===== src/source/icache_params.svh =====
`ifndef ICACHE_PARAMS_SVH
`define ICACHE_PARAMS_SVH

// line geometry: 16-byte lines of 4 words
`define ICACHE_OFFSET_W 4
`define ICACHE_WORD_OFF_W (`ICACHE_OFFSET_W - 2)
`define ICACHE_WORDS (1 << `ICACHE_WORD_OFF_W)

// set geometry
`define ICACHE_INDEX_W 4
`define ICACHE_SETS (1 << `ICACHE_INDEX_W)

// whatever is left of the 32-bit address
`define ICACHE_TAG_W (32 - `ICACHE_INDEX_W - `ICACHE_OFFSET_W)

// memory side read data bus
`define AXI_DATA_W 64
`define AXI_LANES (`AXI_DATA_W / 32)  // 32-bit lanes per beat

`endif

===== src/source/icache_pkg.sv =====
`default_nettype none

`include "icache_params.svh"

package icache_pkg;

  typedef logic [`ICACHE_TAG_W-1:0] icache_tag_t;
  typedef logic [`ICACHE_INDEX_W-1:0] icache_index_t;
  typedef logic [`ICACHE_WORD_OFF_W-1:0] icache_word_off_t;

  // fetch address as the cache sees it
  typedef struct packed {
    icache_tag_t      tag;
    icache_index_t    index;
    icache_word_off_t word_off;
    logic [1:0]       byte_off;  // always zero for fetches
  } icache_addr_t;

  // raw form goes on the bus, split form drives the lookup
  typedef union packed {
    logic [31:0]  raw;
    icache_addr_t f;
  } icache_addr_u;

endpackage

`default_nettype wire


===== src/source/icache_ifs.sv =====
`default_nettype none

// miss request and returned words, controller <-> burst reader
interface refill_if;
  logic        start;
  logic [31:0] start_addr;
  logic        word_valid;
  logic [31:0] word;
  logic        word_last;

  modport master (
    output start, start_addr,
    input  word_valid, word, word_last
  );

  modport reader (
    input  start, start_addr,
    output word_valid, word, word_last
  );
endinterface

// per-word line writes into both stores
interface fill_if import icache_pkg::*; ();
  logic             wr_en;
  icache_index_t    wr_index;
  icache_word_off_t wr_off;
  logic [31:0]      wr_word;
  logic             wr_last;
  icache_tag_t      wr_tag;

  modport writer (
    output wr_en, wr_index, wr_off, wr_word, wr_last, wr_tag
  );

  modport store (
    input wr_en, wr_index, wr_off, wr_word, wr_last, wr_tag
  );
endinterface

`default_nettype wire


===== src/source/icache_top.sv =====
`default_nettype none

`include "icache_params.svh"

module icache_top import icache_pkg::*; (
  input  logic                   clock,
  input  logic                   reset,
  input  logic                   fence_i,
  input  logic [31:0]            addr,
  output logic                   hit,
  output logic [31:0]            inst,
  output logic [31:0]            miss_count,
  output logic                   arvalid,
  input  logic                   arready,
  output logic [31:0]            araddr,
  input  logic                   rvalid,
  output logic                   rready,
  input  logic [`AXI_DATA_W-1:0] rdata,
  input  logic                   rlast
);

  icache_addr_u lookup_addr;

  refill_if refill_bus ();
  fill_if   fill_bus ();

  assign lookup_addr = icache_addr_u'(addr);

  icache_tag_store tag_store0 (
    .clock       (clock),
    .reset       (reset),
    .fence_i     (fence_i),
    .lookup_addr (lookup_addr),
    .fill        (fill_bus.store),
    .hit         (hit)
  );

  icache_data_store data_store0 (
    .clock       (clock),
    .lookup_addr (lookup_addr),
    .fill        (fill_bus.store),
    .inst        (inst)
  );

  icache_refill_ctrl refill_ctrl0 (
    .clock       (clock),
    .reset       (reset),
    .hit         (hit),
    .lookup_addr (lookup_addr),
    .rd          (refill_bus.master),
    .fill        (fill_bus.writer),
    .miss_count  (miss_count)
  );

  // wrapping 4x4-byte bursts only
  axi_burst_reader reader0 (
    .clock   (clock),
    .reset   (reset),
    .rd      (refill_bus.reader),
    .arvalid (arvalid),
    .arready (arready),
    .araddr  (araddr),
    .rvalid  (rvalid),
    .rready  (rready),
    .rdata   (rdata),
    .rlast   (rlast)
  );

endmodule

`default_nettype wire


===== src/source/axi_burst_reader.sv =====
`default_nettype none

`include "icache_params.svh"

module axi_burst_reader import icache_pkg::*; (
  input  logic                   clock,
  input  logic                   reset,
  refill_if.reader               rd,
  output logic                   arvalid,
  input  logic                   arready,
  output logic [31:0]            araddr,
  input  logic                   rvalid,
  output logic                   rready,
  input  logic [`AXI_DATA_W-1:0] rdata,
  input  logic                   rlast
);

  localparam int LANE_W = $clog2(`AXI_LANES);

  icache_word_off_t  pos;  // word of the current beat
  logic              beat;
  logic [LANE_W-1:0] lane;

  assign beat = rvalid & rready;
  assign lane = pos[LANE_W-1:0];  // addr bit 2 picks the half

  always_ff @(posedge clock) begin
    if (reset) begin
      arvalid <= 1'b0;
      rready  <= 1'b0;
    end else begin
      if (rd.start) begin
        arvalid <= 1'b1;
      end else if (arvalid && arready) begin
        arvalid <= 1'b0;
        rready  <= 1'b1;
      end else if (beat && rlast) begin
        rready <= 1'b0;
      end
    end
  end

  // held stable through the AR phase
  always_ff @(posedge clock) begin
    if (rd.start) begin
      araddr <= rd.start_addr;
      pos    <= rd.start_addr[`ICACHE_OFFSET_W-1:2];
    end else if (beat) begin
      pos <= pos + 1'b1;
    end
  end

  assign rd.word_valid = beat;
  assign rd.word       = rdata[lane*32 +: 32];
  assign rd.word_last  = beat & rlast;

endmodule

`default_nettype wire


===== src/source/icache_refill_ctrl.sv =====
`default_nettype none

module icache_refill_ctrl import icache_pkg::*; (
  input  logic         clock,
  input  logic         reset,
  input  logic         hit,
  input  icache_addr_u lookup_addr,
  refill_if.master     rd,
  fill_if.writer       fill,
  output logic [31:0]  miss_count
);

  typedef enum logic [2:0] {
    ST_IDLE = 3'b001,
    ST_BUSY = 3'b010,
    ST_DONE = 3'b100
  } state_t;

  state_t           state;
  state_t           state_next;
  logic             miss;
  icache_word_off_t off;
  icache_index_t    miss_index;
  icache_tag_t      miss_tag;

  assign miss = state[0] & ~hit;  // idle bit

  always_comb begin
    state_next = state;
    case (state)
      ST_IDLE: begin
        if (~hit) begin
          state_next = ST_BUSY;
        end
      end
      ST_BUSY: begin
        if (rd.word_valid && rd.word_last) begin
          state_next = ST_DONE;
        end
      end
      ST_DONE: state_next = ST_IDLE;  // hit comes up here
      default: state_next = ST_IDLE;
    endcase
  end

  always_ff @(posedge clock) begin
    if (reset) begin
      state      <= ST_IDLE;
      rd.start   <= 1'b0;
      miss_count <= '0;
    end else begin
      state    <= state_next;
      rd.start <= miss;
      if (miss) begin
        miss_count <= miss_count + 32'd1;  // one AR burst per start
      end
    end
  end

  // miss address, fill position; burst wraps from the requested word
  always_ff @(posedge clock) begin
    if (miss) begin
      rd.start_addr <= {lookup_addr.raw[31:2], 2'b00};
      miss_index    <= lookup_addr.f.index;
      miss_tag      <= lookup_addr.f.tag;
      off           <= lookup_addr.f.word_off;
    end else if (rd.word_valid) begin
      off <= off + 1'b1;  // wraps modulo the line
    end
  end

  assign fill.wr_en    = rd.word_valid;
  assign fill.wr_index = miss_index;
  assign fill.wr_off   = off;
  assign fill.wr_word  = rd.word;
  assign fill.wr_last  = rd.word_last;
  assign fill.wr_tag   = miss_tag;

endmodule

`default_nettype wire


===== src/source/icache_data_store.sv =====
`default_nettype none

`include "icache_params.svh"

module icache_data_store import icache_pkg::*; (
  input  logic         clock,
  input  icache_addr_u lookup_addr,
  fill_if.store        fill,
  output logic [31:0]  inst
);

  logic [31:0] words [`ICACHE_SETS][`ICACHE_WORDS];

  // async read, valid only together with hit
  assign inst = words[lookup_addr.f.index][lookup_addr.f.word_off];

  // one word per accepted beat
  always_ff @(posedge clock) begin
    if (fill.wr_en) begin
      words[fill.wr_index][fill.wr_off] <= fill.wr_word;
    end
  end

endmodule

`default_nettype wire


===== src/source/icache_tag_store.sv =====
`default_nettype none

`include "icache_params.svh"

module icache_tag_store import icache_pkg::*; (
  input  logic         clock,
  input  logic         reset,
  input  logic         fence_i,
  input  icache_addr_u lookup_addr,
  fill_if.store        fill,
  output logic         hit
);

  logic [`ICACHE_SETS-1:0] valid;
  icache_tag_t             tags [`ICACHE_SETS];
  logic                    fill_done;

  assign fill_done = fill.wr_en & fill.wr_last;

  // direct mapped, one compare
  assign hit = valid[lookup_addr.f.index] & (tags[lookup_addr.f.index] == lookup_addr.f.tag);

  always_ff @(posedge clock) begin
    if (reset) begin
      valid <= '0;
    end else begin
      if (fence_i) begin
        valid <= '0;
      end
      // later assignment wins, so a line finishing now survives the fence
      if (fill_done) begin
        valid[fill.wr_index] <= 1'b1;
      end
    end
  end

  always_ff @(posedge clock) begin
    if (fill_done) begin
      tags[fill.wr_index] <= fill.wr_tag;
    end
  end

endmodule

`default_nettype wire


===== config.mk =====
export PLATFORM = sky130hd
export DESIGN_NAME = icache_top
export DESIGN_NICKNAME = d
export VERILOG_FILES = /design/src/source/icache_pkg.sv /design/src/source/icache_ifs.sv /design/src/source/icache_top.sv /design/src/source/axi_burst_reader.sv /design/src/source/icache_refill_ctrl.sv /design/src/source/icache_data_store.sv /design/src/source/icache_tag_store.sv
export VERILOG_INCLUDE_DIRS = /design/src /design/src/source
export SDC_FILE = /design/constraint.sdc
export NUM_CORES = 2
export LEC_CHECK = 0
export ABC_AREA = 0
export BUFFER_PORTS_ARGS = -buffer_cell sky130_fd_sc_hd__buf_2
export CORE_ASPECT_RATIO = 0.8
export CORE_MARGIN = 4
export CORE_UTILIZATION = 40
export DETAILED_ROUTE_END_ITERATION = 7
export GPL_ROUTABILITY_DRIVEN = 0
export RECOVER_POWER = 50
export REMOVE_ABC_BUFFERS = 1
export SYNTH_ARGS = -nofsm -noshare
export SYNTH_HDL_FRONTEND = slang
export SYNTH_SLANG_ARGS = --single-unit

===== constraint.sdc =====
create_clock -name clock -period 5.5 [get_ports clock]
set_clock_uncertainty 0.05 [all_clocks]
set_input_delay 0.275 -clock clock [delete_from_list [all_inputs] [get_ports clock]]
set_output_delay 0.275 -clock clock [all_outputs]
set_load 0.05 [all_outputs]

[After elaboration in Yosys (flattened, before gate mapping)]
Memories as Yosys holds them, arrays and structs flattened.
Cells that the tools add are included.
Word-level totals
  word-level logic and storage cells: 77
  flip-flop bits (word level): 146
  memories kept: 2
  input bits: 102
  memory bits (writable): 2432
  output and inout bits: 99
Memory list
  data_store0.words: depth 16, width 128, rd ports 1, clocked after Yosys merged registers in 0, write ports 1, RTL line icache_data_store.sv:12  | logic [31:0] words [`ICACHE_SETS][`ICACHE_WORDS];
  tag_store0.tags: depth 16, width 24, rd ports 1, clocked after Yosys merged registers in 0, write ports 1, RTL line icache_tag_store.sv:15  | icache_tag_t tags [`ICACHE_SETS];
Cells by class
  magnitude comparators: 6
  bitwise operators: 10
  reduce and logical (&&, ||, !) cells: 11
  eq/ne operators: 5
  shift operators: 1
  mux-type cells: 27
  add/sub/neg operators: 3
Operators by type and width (number)
  $mux W128: 1
  $mux W32: 3
  $bmux W32 S2: 1
  $demux W32 S2: 1
  $shiftx A64 B7 Y32: 1
  $mux W16: 3
  $add A32 B1 Y32 const B: 1
  $eq A24 B24 Y1: 1
  $or A16 B16 Y16: 1
  $lt A4 B5 Y1 const B: 2
  $mux W1: 9
  $mux W2: 4
  $reduce_bool A2 Y1: 4
  $ge A3 B3 Y1 const B: 2
  $mux W3: 2
  $not A2 Y3: 2
  $pmux W3 S2: 1
  $and A1 B1 Y1: 5
  $logic_and A1 B1 Y1: 5
  $add A2 B1 Y2 const B: 2
  $bmux W1 S4: 1
  $demux W1 S4: 1
  $ge A4 B1 Y1 const B: 1
  $reduce_and A2 Y1: 2
  other kinds (6): 7

[Longest topological paths before layout]
  word-level depth: 6
  gate-level depth with buffers: 16
  gate-level depth less buffers: 9

[Cells and area by module]
From an unflattened synthesis, not the netlist that was laid out.
Unflattened totals
  cells, all modules: 4545
  area, all modules: 98414.4 µm²
Modules (own cells, without submodules)
  icache_data_store: area an instance 77635.7 µm², seq. area each 61499.0 µm², times used 1, cells an instance 3348
  icache_tag_store: area an instance 16009.1 µm², seq. area each 11851.4 µm², times used 1, cells an instance 819
  icache_refill_ctrl: area an instance 3126.7 µm², seq. area each 1681.6 µm², times used 1, cells an instance 296
  axi_burst_reader: area an instance 1642.8 µm², seq. area each 1031.0 µm², times used 1, cells an instance 82

[Worst setup path before layout]
Ideal clock, no wire load.
  kind: input-to-output
  start point: input addr[5]
  end point: output hit
  required time: 5.175 ns
  slack: 0.990 ns
  cell stages on the path: 9
  data arrival time: 4.185 ns
  buffers on the path: 4
  cells stage by stage: buf_4 buf_6 buf_4 buf_4 mux4_2 mux4_2 xor2_1 or4b_2 nor4b_1
On the way
  longest elaborated chain between the ends: 3
  elaborated cells between the ends (all ways): 5
  those cells by class: 1 x eq/ne; 2 x mux; 1 x bitwise; 1 x memory
RTL lines
  from (decl): RTL line icache_top.sv:9  | input logic [31:0] addr,
  $mem_v2 Z16 W24 or $bmux W1 S4 (tied branches)
  $eq A24 B24 Y1 or $mux W1 (tied branches): RTL line icache_tag_store.sv:21  | assign hit = valid[lookup_addr.f.index] & (tags[lookup_addr.f.index] == lookup_addr.f.tag);
  $and A1 B1 Y1 *: RTL line icache_tag_store.sv:21
  to (decl): RTL line icache_top.sv:10  | output logic hit,
Every way passes the cells marked *; elsewhere a longest branch is shown, timed or not. The select of a mux whose other input is x is not followed.

[Final worst setup path]
  start point: register reader0.pos[0]
  end point: memory data_store0.words[0][29] (netlist name) (data pin)
On the way
  longest elaborated chain between the ends: 1
RTL lines
  from (decl): RTL line axi_burst_reader.sv:20  | icache_word_off_t pos;
  from (signal assigned): RTL line axi_burst_reader.sv:47  | pos <= rd.start_addr[`ICACHE_OFFSET_W-1:2];
  from (signal assigned): RTL line axi_burst_reader.sv:49  | pos <= pos + 1'b1;
  $shiftx A64 B7 Y32: RTL line axi_burst_reader.sv:54  | assign rd.word = rdata[lane*32 +: 32];
  named net data_store0.fill.wr_word[29]: RTL line icache_ifs.sv:36  | input wr_en, wr_index, wr_off, wr_word, wr_last, wr_tag
  to (decl): RTL line icache_data_store.sv:12
The timed path passes the listed nets, and every way through them passes these cells.

==> qor.csv <==
metric;value;unit
run_status;complete, but fails checks;
violations;capacitance limit, slew limit;
vdd_drop_max;0.204;mV
clock.fmax;202;MHz
die-area;254000;µm²
firstDrtPassIters;5;
seq_area_frac_synth;77.3;%
dr.first_iter.drc_count;5969;
hold_viol_final;0;
htree_levels;5;
synth_area_leaders;edfxtp_1, mux4_2, dfxtp_1, mux2i_1, nor2_1;
critPathLaunch;reader0.pos[0];
yosys.area.top_type;edfxtp_1;
r2r_setup_slack;540;ps
max_cap_viol_count;68;
drc;0;
final_cell_mix;edfxtp_1, mux4_2, clkbuf_16;
syn_to_final_growth;14.5;%
antenna_found_initial;10;
postRouteAntennaNets;0;
fin_util;46.1;%
grt_pass1_wl;359000;µm
leakagePower;34.8;nW
holdCritPathClass;in -> reg;
synth_compound_area_share;1.16;%
synth.avg_cell_area;23.2;µm²
synthSimpleGateAreaFrac;1.92;%
drive_gt1_share;28.7;%
dp.cells;7652;
yosysWarnings;0;
num_rows;162;
cts_hold_buffers;33;
async_flop_share;0;%
slowest_stage;clkbuf_1;
final_max_slew_viol_count;2345;
tritoncts;yes;
yosysTopAreaCellShare;76.2;%
worstReg2RegEnd;data_store0.words[0][29];
grtUsageMet1;29.2;%
period_minus_slack;4960;ps
wl_per_cell;31.0;µm
cp-start-kind;register;
fin_cells;8162;
grt_max_degree;107;
port_buffers;196;
synth_xor_area_share;0.223;%
start_util;40.3;%
relSlewSlack;-136;%
numCtsBuffers;276;
clk_pin_slew_worst_paths;60;ps
die-width;562;µm
num-nets-final;4790;
endpoint;data_store0.words[0][29];
endpoint_kind;register;
ys_ff_latch;2549;
grt_pass1_vias;47000;
dpl.hpwl;139000;µm
met3_usage;3.75;%
vias;47200;
grt.busiest_layer;met2;
worstPathArrival;5110;ps
synthFlopType;edfxtp_1;
layout_setup_ws;544;ps
tns;0;ps
path_cells;clkbuf_2 > mux2_2 > clkbuf_1;
cts_sinks;2549;
pin_count;201;
reg2regPathDepth;3;
cts_resized;0;
synth_edf_count;2495;
vias_per_cell;5.78;
timing.hold.ws;158;ps
worstSetupPathType;reg -> reg;
worst-endpoint-required;5650;ps
synthMuxAreaShare;18.2;%
layout_commonest_cell;edfxtp_1;
max_stage_delay;2340;ps
synthCells;4241;
tightestPinTransition;3540;ps
synth_area;98400;µm²
ys_types;73;
r2r_start;reader0.pos[0];
root_buffer;clkbuf_16;
clockBufferDepth;4;
grt_setup_unrepaired;false;
clk_latency;910;ps
grt_util_met2;30.6;%
crit_fanout;64;
grtUsageTotal;19.7;%
die_y;452;µm
core;244000;µm²
setup_viol;0;
post_cts_buffers;0;
post-route-period-util;90.1;%
routed_wl;253000;µm
grt_overflow;0;
place_worst_setup_slack;784;ps
yosys.area_share.adder;0.0636;%
synth_top_family_by_area;multiplexers;
p_per_area;378;nW/µm²
## how the worst min path moves through the flow
| stage | end | startpoint | depth (start not counted) |
|---|---|---|---|
| after floorplan | reader0.rready | reset | 1 |
| after global placement | tag_store0.valid[12] | tag_store0.valid[12] | 2 |
| after detailed placement | reader0.araddr[2] | refill_ctrl0.rd.start_addr[2] | 0 |
| after CTS | refill_ctrl0.rd.start_addr[2] | addr[2] | 2 |
| after global routing | refill_ctrl0.fill.wr_tag[9] | addr[17] | 2 |
| final | refill_ctrl0.fill.wr_tag[13] | addr[21] | 2 |
## report_power, final
group | leakage, nW | switching, W | internal [W]
logic | 7.80 | 0.00196 | 0.000837
clock network | 4.07 | 0.00723 | 0.0102
registers | 22.9 | 0.000198 | 0.0221
total | 34.8 | 0.00939 | 0.0332
## cells in the mapped netlist (4+ instances only)
library cell  count
or3_1            11
o22ai_1          13
o311ai_0          6
nor4_1           14
mux2i_1          75
buf_1            29
nand2_1          78
clkbuf_1         89
nor4b_1           7
and2_1           12
o21ai_0          12
a22oi_1          10
o41ai_1           5
edfxtp_1       2495
ha_1              5
or2_2             8
o211ai_1          6
o22a_1            4
a211oi_1         19
mux4_2          734
nand4_1          18
buf_2            83
xor2_1            7
inv_1            19
a31oi_1          16
a21oi_1          40
mux2_1           18
nand3_1          20
buf_4            16
nor2b_1          26
mux2_2           34
xnor2_1          18
and2_0            4
nor2_1          138
nor3_1           10
o21ai_1           6
nand3b_1          8
o31ai_1           6
dfxtp_1          54
nand2b_1         10
buf_6             6
and3_1            6
## final cells by class
cell class                      count  area, µm²
Multi-Input combinational cell   1444      21600
Timing Repair Buffer              390       2450
Antenna cell                        4       10.0
Fill cell                       20100     131000
Clock inverter                    130       1070
Inverter                           22       92.6
Clock buffer                      343       7310
Sequential cell                  2549      76000
Tap cell                         3280       4100
## sequential cells by signal (all words and copies together), names as in the netlist
register	flops
data_store0.words	2048
tag_store0.tags	384
refill_ctrl0.miss_count	32
reader0.araddr	30
refill_ctrl0.fill.wr_tag	24
tag_store0.valid	16
refill_ctrl0.fill.wr_index	3
refill_ctrl0.rd.start_addr	3
refill_ctrl0.state	3
refill_ctrl0.fill.wr_off	2
reader0.arvalid	1
reader0.pos	1
reader0.rready	1
refill_ctrl0.rd.start	1
## per-stage QoR
stage                     power, W  instance area, µm²
after global routing        0.0439              113000
after CTS                   0.0429              113000
after floorplan             0.0241               97300
final                       0.0426              113000
after detailed placement    0.0255              104000
after global placement      0.0254              104000
## per-layer routing
metal	wire length, µm	vias to the layer above
li1	-	19000
met1	107000	25800
met2	119000	2055
met3	20900	353
met4	5270	0
met5	0	-
## kinds of logic (layout without fill, tap and decap cells)
group           Yosys count  in the layout
xor+xnor                 25             25
fa+ha+maj                 5              5
simple gates            383            383
flops                  2549           2549
other cells               1              6
compound gates          168            168
buf+inv                 249            885
mux                     861            861
## critical path: cells and delay by family, from the launching register on
family	cells	cell delay (ps)
buffers and inverters	2	3080
flip-flops	1	640
multiplexers	1	290
(Power assumes the default switching activity.)
